File: src/rtl/axil_sram_pkg.sv
package axil_sram_pkg;

  // ==========================================================
  // AXI-Lite port widths
  // ==========================================================
  localparam int AXIL_ADDR_WIDTH = 20;
  localparam int AXIL_DATA_WIDTH = 16;
  localparam int STRB_WIDTH = AXIL_DATA_WIDTH / 8;
  // Byte address minus the byte-lane bit
  localparam int WORD_ADDR_WIDTH = AXIL_ADDR_WIDTH - $clog2(STRB_WIDTH);

  // 256-word SRAM indexed by the low word address bits
  localparam int MEM_INDEX_WIDTH = 8;

  // Credits after reset equal the FIFO depth
  localparam int CMD_FIFO_DEPTH = 4;
  localparam int CREDIT_WIDTH = 3;

  typedef logic [AXIL_ADDR_WIDTH-1:0] axil_addr_t;
  typedef logic [AXIL_DATA_WIDTH-1:0] axil_data_t;
  typedef logic [STRB_WIDTH-1:0] axil_strb_t;
  typedef logic [WORD_ADDR_WIDTH-1:0] word_addr_t;
  typedef logic [1:0] axil_resp_t;
  typedef logic [CREDIT_WIDTH-1:0] fifo_count_t;

  localparam axil_resp_t RESP_OKAY = 2'b00;

  typedef struct packed {
    word_addr_t addr;
    axil_data_t data;
    axil_strb_t strb;
  } wr_cmd_t;

endpackage

File: src/rtl/axil_sram_cmd_fifo.sv
`timescale 1ns/1ps

module axil_sram_cmd_fifo (
  input  logic                  clk,
  input  logic                  rst_n,

  input  logic                  push,
  input  axil_sram_pkg::wr_cmd_t push_cmd,

  input  logic                  pop,
  output axil_sram_pkg::wr_cmd_t head_cmd,
  output logic                  not_empty,
  output logic                  credit_return
);
  import axil_sram_pkg::*;

  wr_cmd_t                            mem [CMD_FIFO_DEPTH];
  logic [$clog2(CMD_FIFO_DEPTH)-1:0]  wr_ptr;
  logic [$clog2(CMD_FIFO_DEPTH)-1:0]  rd_ptr;
  fifo_count_t                        count;
  logic                               do_pop;

  assign not_empty = (count != '0);
  assign head_cmd  = mem[rd_ptr];
  assign do_pop    = pop && not_empty;

  // One credit back to the front end per entry leaving
  assign credit_return = do_pop;

  // ==========================================================
  // Pointers and occupancy
  // ==========================================================
  always_ff @(posedge clk) begin
    if (!rst_n) begin
      wr_ptr <= '0;
      rd_ptr <= '0;
      count  <= '0;
    end else begin
      if (push) begin
        wr_ptr <= wr_ptr + 1'b1;
      end
      if (do_pop) begin
        rd_ptr <= rd_ptr + 1'b1;
      end

      case ({push, do_pop})
        2'b10:   count <= count + 1'b1;
        2'b01:   count <= count - 1'b1;
        default: count <= count;
      endcase
    end
  end

  // Entry storage
  always_ff @(posedge clk) begin
    if (push) begin
      mem[wr_ptr] <= push_cmd;
    end
  end

endmodule

File: src/rtl/axil_sram_store.sv
`timescale 1ns/1ps

module axil_sram_store (
  input  logic                     clk,
  input  logic                     rst_n,

  input  logic                     rd_en,
  input  axil_sram_pkg::axil_addr_t rd_addr,
  output axil_sram_pkg::axil_data_t rd_data,

  input  logic                     not_empty,
  input  axil_sram_pkg::wr_cmd_t    head_cmd,
  output logic                     pop
);
  import axil_sram_pkg::*;

  axil_data_t                 mem [2**MEM_INDEX_WIDTH];
  word_addr_t                 rd_word;
  logic [MEM_INDEX_WIDTH-1:0] rd_idx;
  logic [MEM_INDEX_WIDTH-1:0] wr_idx;

  // Higher word addresses alias onto the low index bits
  assign rd_word = rd_addr[AXIL_ADDR_WIDTH-1:AXIL_ADDR_WIDTH-WORD_ADDR_WIDTH];
  assign rd_idx  = rd_word[MEM_INDEX_WIDTH-1:0];
  assign wr_idx  = head_cmd.addr[MEM_INDEX_WIDTH-1:0];

  // ==========================================================
  // Port arbitration
  // ==========================================================
  // Debug read owns the single port when requested
  assign pop = not_empty && !rd_en;

  always_ff @(posedge clk) begin
    if (pop) begin
      for (int i = 0; i < STRB_WIDTH; i++) begin
        if (head_cmd.strb[i]) begin
          mem[wr_idx][i*8 +: 8] <= head_cmd.data[i*8 +: 8];
        end
      end
    end
  end

  always_ff @(posedge clk) begin
    if (!rst_n) begin
      rd_data <= '0;
    end else if (rd_en) begin
      rd_data <= mem[rd_idx];
    end
  end

endmodule

File: src/rtl/axil_sram_top.sv
`timescale 1ns/1ps

module axil_sram_top (
  input  logic                     clk,
  input  logic                     rst_n,

  // AXI-Lite write channels
  input  axil_sram_pkg::axil_addr_t awaddr,
  input  logic                     awvalid,
  output logic                     awready,
  input  axil_sram_pkg::axil_data_t wdata,
  input  axil_sram_pkg::axil_strb_t wstrb,
  input  logic                     wvalid,
  output logic                     wready,
  output axil_sram_pkg::axil_resp_t bresp,
  output logic                     bvalid,
  input  logic                     bready,

  // Debug read port
  input  logic                     rd_en,
  input  axil_sram_pkg::axil_addr_t rd_addr,
  output axil_sram_pkg::axil_data_t rd_data
);
  import axil_sram_pkg::*;

  logic    push;
  wr_cmd_t push_cmd;
  logic    credit_return;
  logic    pop;
  logic    not_empty;
  wr_cmd_t head_cmd;

  // ==========================================================
  // Front end, command FIFO, SRAM
  // ==========================================================
  axil_sram_wr_front axil_sram_wr_front_i (
    .clk          (clk),
    .rst_n        (rst_n),
    .awaddr       (awaddr),
    .awvalid      (awvalid),
    .awready      (awready),
    .wdata        (wdata),
    .wstrb        (wstrb),
    .wvalid       (wvalid),
    .wready       (wready),
    .bresp        (bresp),
    .bvalid       (bvalid),
    .bready       (bready),
    .push         (push),
    .push_cmd     (push_cmd),
    .credit_return(credit_return)
  );

  axil_sram_cmd_fifo axil_sram_cmd_fifo_i (
    .clk          (clk),
    .rst_n        (rst_n),
    .push         (push),
    .push_cmd     (push_cmd),
    .pop          (pop),
    .head_cmd     (head_cmd),
    .not_empty    (not_empty),
    .credit_return(credit_return)
  );

  axil_sram_store axil_sram_store_i (
    .clk      (clk),
    .rst_n    (rst_n),
    .rd_en    (rd_en),
    .rd_addr  (rd_addr),
    .rd_data  (rd_data),
    .not_empty(not_empty),
    .head_cmd (head_cmd),
    .pop      (pop)
  );

endmodule

File: src/rtl/axil_sram_wr_front.sv
`timescale 1ns/1ps

module axil_sram_wr_front (
  input  logic                     clk,
  input  logic                     rst_n,

  input  axil_sram_pkg::axil_addr_t awaddr,
  input  logic                     awvalid,
  output logic                     awready,
  input  axil_sram_pkg::axil_data_t wdata,
  input  axil_sram_pkg::axil_strb_t wstrb,
  input  logic                     wvalid,
  output logic                     wready,
  output axil_sram_pkg::axil_resp_t bresp,
  output logic                     bvalid,
  input  logic                     bready,

  output logic                     push,
  output axil_sram_pkg::wr_cmd_t    push_cmd,
  input  logic                     credit_return
);
  import axil_sram_pkg::*;

  logic        aw_full;
  logic        w_full;
  word_addr_t  aw_addr;
  axil_data_t  w_data;
  axil_strb_t  w_strb;
  fifo_count_t credits;

  // ==========================================================
  // AW and W holding registers
  // ==========================================================
  // No new beats while a B response is outstanding
  assign awready = !aw_full && !bvalid;
  assign wready  = !w_full && !bvalid;

  always_ff @(posedge clk) begin
    if (!rst_n) begin
      aw_full <= 1'b0;
      w_full  <= 1'b0;
    end else begin
      if (awvalid && awready) begin
        aw_full <= 1'b1;
      end else if (push) begin
        aw_full <= 1'b0;
      end

      if (wvalid && wready) begin
        w_full <= 1'b1;
      end else if (push) begin
        w_full <= 1'b0;
      end
    end
  end

  always_ff @(posedge clk) begin
    if (awvalid && awready) begin
      aw_addr <= awaddr[AXIL_ADDR_WIDTH-1:AXIL_ADDR_WIDTH-WORD_ADDR_WIDTH];
    end
    if (wvalid && wready) begin
      w_data <= wdata;
      w_strb <= wstrb;
    end
  end

  // ==========================================================
  // Command push and credits
  // ==========================================================
  assign push     = aw_full && w_full && (credits != '0);
  assign push_cmd = '{addr: aw_addr, data: w_data, strb: w_strb};

  always_ff @(posedge clk) begin
    if (!rst_n) begin
      credits <= fifo_count_t'(CMD_FIFO_DEPTH);
    end else begin
      case ({push, credit_return})
        2'b10:   credits <= credits - 1'b1;
        2'b01:   credits <= credits + 1'b1;
        default: credits <= credits;
      endcase
    end
  end

  // B goes out once the command is queued
  assign bresp = RESP_OKAY;

  always_ff @(posedge clk) begin
    if (!rst_n) begin
      bvalid <= 1'b0;
    end else if (push) begin
      bvalid <= 1'b1;
    end else if (bready) begin
      bvalid <= 1'b0;
    end
  end

endmodule

File: config.mk
export PLATFORM = sky130hd
export DESIGN_NAME = axil_sram_top
export DESIGN_NICKNAME = d
export VERILOG_FILES = /design/src/rtl/axil_sram_pkg.sv /design/src/rtl/axil_sram_cmd_fifo.sv /design/src/rtl/axil_sram_store.sv /design/src/rtl/axil_sram_top.sv /design/src/rtl/axil_sram_wr_front.sv
export SDC_FILE = /design/constraint.sdc
export NUM_CORES = 2
export LEC_CHECK = 0
export BUFFER_PORTS_ARGS = -buffer_cell sky130_fd_sc_hd__buf_2
export CAP_MARGIN = 10
export CORE_MARGIN = 8
export CORE_UTILIZATION = 30
export DETAILED_ROUTE_END_ITERATION = 10
export MAX_ROUTING_LAYER = met4
export PLACE_DENSITY = 0.49
export SETUP_SLACK_MARGIN = 0.05
export SYNTH_ARGS = -nofsm -noshare
export SYNTH_HDL_FRONTEND = slang
export SYNTH_MEMORY_MAX_BITS = 65536
export SYNTH_SLANG_ARGS = --single-unit
export TNS_END_PERCENT = 5
File: constraint.sdc
create_clock -name clk -period 4.5 [get_ports clk]
set_clock_uncertainty 0.1 [all_clocks]
set_input_delay 0.225 -clock clk [delete_from_list [all_inputs] [get_ports clk]]
set_output_delay 0.225 -clock clk [all_outputs]
set_load 0.01 [all_outputs]
Yosys cells after proc, flatten, opt, wreduce, memory -nomap -nowiden
Memories as Yosys holds them, arrays and structs flattened. A register that Yosys moved wholly into a read port is not among the register bits.
Cells that the tools add are included.
{ "totals": {"in_bits": 64, "elab_cells": 56, "memories": 2, "ramBits": 4244, "out_inout_bits": 21, "reg_bits": 50} }
{ "op_classes": {"n_mux": 17, "n_addsub": 6, "reduce_logical": 19, "eq_ne": 2} }
{ "mem_list": {"columns": ["name", "words", "word_bits", "read_ports", "rd_ports_with_merged_regs", "wr", "line", "rtl"], "rows": [
  ["axil_sram_store_i.mem", 256, 16, 1, 1, 1, "axil_sram_store.sv:17", "axil_data_t mem [2**MEM_INDEX_WIDTH];"],
  ["axil_sram_cmd_fifo_i.mem", 4, 37, 1, 1, 1, "axil_sram_cmd_fifo.sv:17", "wr_cmd_t mem [CMD_FIFO_DEPTH];"]
]} }
{ "op_table": {"columns": ["operator", "count"], "rows": [
  ["two-way mux 1 bit", 13],
  ["case mux 3 bit (2 select lines)", 2],
  ["logical AND 1 bit", 8],
  ["nonzero test 2 bit", 4],
  ["adder 3 x 1 -> 3 bit, second input constant", 2],
  ["nonzero test 3 bit", 2],
  ["subtractor 3 x 1 -> 3 bit, second input constant", 2],
  ["logical NOT 1 bit", 5],
  ["adder 2 x 1 -> 2 bit, second input constant", 2],
  ["two-way mux 2 bit", 2],
  ["== test 2 x 1 -> 1 bit, second input constant", 1],
  ["== test 2 bit, second input constant", 1]
]} }

Depth between registers and ports, before layout
{ "depth": {"word_depth": 5, "mapped_depth": 14, "depth_no_buf": 8} }

Modules after synthesis
From an unflattened synthesis, not the netlist that was laid out.
{ "unflattened": {"hier_cells": 8079, "hier_area_um2": 166990.2} }
{ "by_module_without_submodules": {"columns": ["module", "cells_per_inst", "seq_area_each_um2", "area_each_um2", "instances"], "rows": [
  ["axil_sram_store", 7771, 123318.3, 159704.4, 1],
  ["axil_sram_cmd_fifo", 239, 4624.4, 5854.4, 1],
  ["axil_sram_wr_front", 69, 1231.2, 1431.4, 1]
]} }

Worst setup path before layout
OpenSTA, ideal clock, no wires.
{ "synth_path": {"path_type": "reg2reg", "from": "reg with a tool-made name", "to": "mem axil_sram_store_i.mem[0][10] in the netlist's numbering, data pin", "n_path_buf": 3, "path_slack_ns": 0.449, "t_arrival_ns": 3.400, "setup_time_ns": 0.551, "stages_incl_launch_ff": 5, "t_required_ns": 3.849, "synth_period_minus_slack_ns": 4.051, "cell_sequence": "dfxtp_1 -> buf_2 -> buf_2 -> buf_1 -> mux4_2"} }
{ "synth_lines": {"columns": ["item", "line"], "rows": [
  ["to (decl)", "axil_sram_store.sv:17"]
]} }

==> out/results.txt <==
Htree depth - 5
Initial antenna violation count - 38
Min-Delay Path Class - primary input to register
Share of post-route cells with drive strength above 1 - 0.2392
Vias in the first global route - 84,040
Final Util - 0.3485
Max_slew headroom - 0.1584
Io pins - 85
First-pass DRT Iterations - 6
Lkg Pwr - 0.05956 uW
# resized after CTS - 0
Core Region - 548,300 um^2
Worst-Margin Slew - 1231 ps
Layout Nets - 8,505
Period utilization - 0.8899
Critical path, cell by cell - buf_4, mux4_2, nand2_1, nor2_1, nand2_1, nor2_1
Cell Area, Synth - 164,900 um^2
Syn Inst Count - 7,865
Final ANT Viol Nets - 0
Clock tree root buffer cell - clkbuf_16
FF+latch count, synth - 4,257
Fill count - 50,710
Critical Path Sink Type - register
Power Dens Cells - 454.7 nW/um^2
P&R area growth vs syn - 15.88%
First-pass GRT wire length - 656,000 um
Crit path time final - 4005 ps
Crit path kind - register to register
Worst Slack Setup Final - 495.3 ps
Commonest non-fill, non-tap cell in the layout - edfxtp_1
Register Area - 127,500 um^2
Status - completed
Placer Congestion - 0.8113
CP bufs+invs - 1
# clock sinks - 4,257
CP required - 4990 ps
Crit-path max FO - 22
Largest net degree at the start of global routing - 160
Syn. warnings - 0
Routed WL per cell - 29.12 um
CTS tree - built
Die area - 573,600 um^2
Delay-heaviest family, CP - simple AND/OR/NAND/NOR gates
Max IR drop VDD - 0.0003573 V
Total clock buffers created by CTS - 447
Final hold slack - 120.5 ps
Vias per cell - 5.084
Crit-path slowest cell - nor2_1
Die H - 757.4 um
CP Launch Type - register
Synth unique cells - 77
CTS Buffer Depth - 4
Gr usage total - 0.1632
Multi-input logic area - 34,440 um^2
Site Rows - 272
Fmax - 0.2497 GHz
Aggregate routed wire length - 468,400 um
Sequential share of the synthesized area - 0.7734
Final Setup Violations - 0
HPWL Detailed - 297,600 um
Post-cts hold buffer count - 60
Worst Path Arrival - 4490 ps
Post-CTS Setup Bufs - 0
Via Count - 81,780
Max Cap Violations - 0
Asr flop ratio synth - 0
Clock Pin Slew Worst Setup and Hold Paths - 60 ps
Residual DRC count - 0
Syn_area_per_cell - 20.97 um^2
Final Hold Fails - 0
DRT iter0 DRCs - 9,314
Setup TNS - 0 ps
Top FF cell, synth - edfxtp_1
Slew Viols, Final - 0
Port bufs - 58
GR Overflow Total - 0
Most frequent cells in the layout - edfxtp_1 (4,226), mux4_2 (864), nor2_1 (610)
Crit path largest cell delay - 890 ps
RSZ-0062 raised after global routing - no
EDFF count, synth - 4,226
Starting density of the core - 0.3008
Die Span X - 757.4 um
Dpl ws - 366.4 ps
Clk_lat worst skew - 980 ps
through the flow:
stage          cells  instance area (um^2)  total power, uW
2_1_floorplan   7866                164900            48950
3_3_place_gp   15190                176300            51750
3_5_place_dp   15190                176300            51920
4_1_cts        16070                191100            87660
5_1_grt        16080                191100            89340
6_report       16090                191100            86890
worst paths after layout:
| check | start | to | slack [ps] | depth (start not counted) |
|---|---|---|---|---|
| max | register | axil_sram_store_i.mem[244][7] | 500 | 6 |
| min | rst_n | axil_sram_wr_front_i.credits[2] | 120 | 3 |
| max reg2reg | register | axil_sram_store_i.mem[244][7] | 500 | 6 |
| min reg2reg | axil_sram_wr_front_i.aw_addr[3] | axil_sram_cmd_fifo_i.mem[2][21] | 380 | 0 |
flip-flops by register name (all words and copies together) (netlist names), 3 cells and up, named ones only:
signal and cells:
axil_sram_wr_front_i.aw_addr 8, axil_sram_wr_front_i.credits 3, axil_sram_cmd_fifo_i.mem 104, axil_sram_store_i.mem 4096, axil_sram_cmd_fifo_i.count 3, axil_sram_store_i.rd_data 16
axil_sram_wr_front_i.w_data 16
report_power, final:
| part | internal, uW | switching (uW) | total [uW] |
|---|---|---|---|
| Combinational | 1650 | 4380 | 6030 |
| Clock | 20400 | 15400 | 35900 |
| Sequential | 44900 | 90.5 | 45000 |
cell families (layout without fill, tap and decap cells):
family,after synthesis,after routing,share of synthesized area
flops,4257,4257,0.7734
mux,1382,1382,0.1510
simple gates,1039,1039,0.02664
compound gates,673,673,0.02869
buf+inv,500,1447,0.01933
fa+ha+maj,7,7,0.0006222
xor+xnor,6,6,0.0003188
other cells,1,13,0.00002274
worst reg2reg max path, delay by kind of cell, from the launching register on:
family	cells	cell delay (ps)
buf+inv	1	440
flops	1	410
mux	1	320
simple gates	4	2330
routing by layer:
metal,vias up,GRT usage,share of wire
li1,33950,-,-
met3,564,0.02208,0.064
met1,44430,0.2226,0.43
met2,2835,0.2642,0.49
met4,0,0.03069,0.020
met5,-,-,0
final cells by class:
type	count	area share
multi-input combinational	3109	0.1802
timing repair buffer	610	0.03049
tap	7261	0.04755
clock buffer	553	0.06137
antenna	11	0.0001441
clock inverter	275	0.01260
inverter	9	0.0002292
sequential	4257	0.6674
cells in the mapped netlist (7+ instances only):
cell type	n	share of area
buf_1	25	0.00057
o211ai_1	16	0.00073
a2111oi_0	20	0.0011
mux2i_1	493	0.030
buf_8	20	0.0018
edfxtp_1	4226	0.77
a221oi_1	11	0.00058
and2_1	21	0.00080
o221ai_1	84	0.0045
clkbuf_1	202	0.0046
nand2_1	186	0.0042
nor2b_1	15	0.00057
dfxtp_1	31	0.0038
nand4_1	12	0.00046
mux4_2	880	0.12
nand3_1	53	0.0016
nor4_1	33	0.0013
buf_12	11	0.0013
a31oi_1	23	0.00087
inv_1	8	0.00018
a32oi_1	12	0.00064
o21ai_0	65	0.0020
buf_2	104	0.0032
o22ai_1	162	0.0061
buf_4	47	0.0021
a211oi_1	46	0.0021
a21oi_1	84	0.0025
a211o_1	7	0.00037
a22o_1	16	0.00085
buf_6	76	0.0052
nor2_1	614	0.014
o32ai_1	9	0.00048
and3_1	7	0.00027
nand2b_1	8	0.00030
nor3_1	62	0.0019
a221o_1	9	0.00055
a22oi_1	72	0.0033
(Power assumes the default switching activity.)
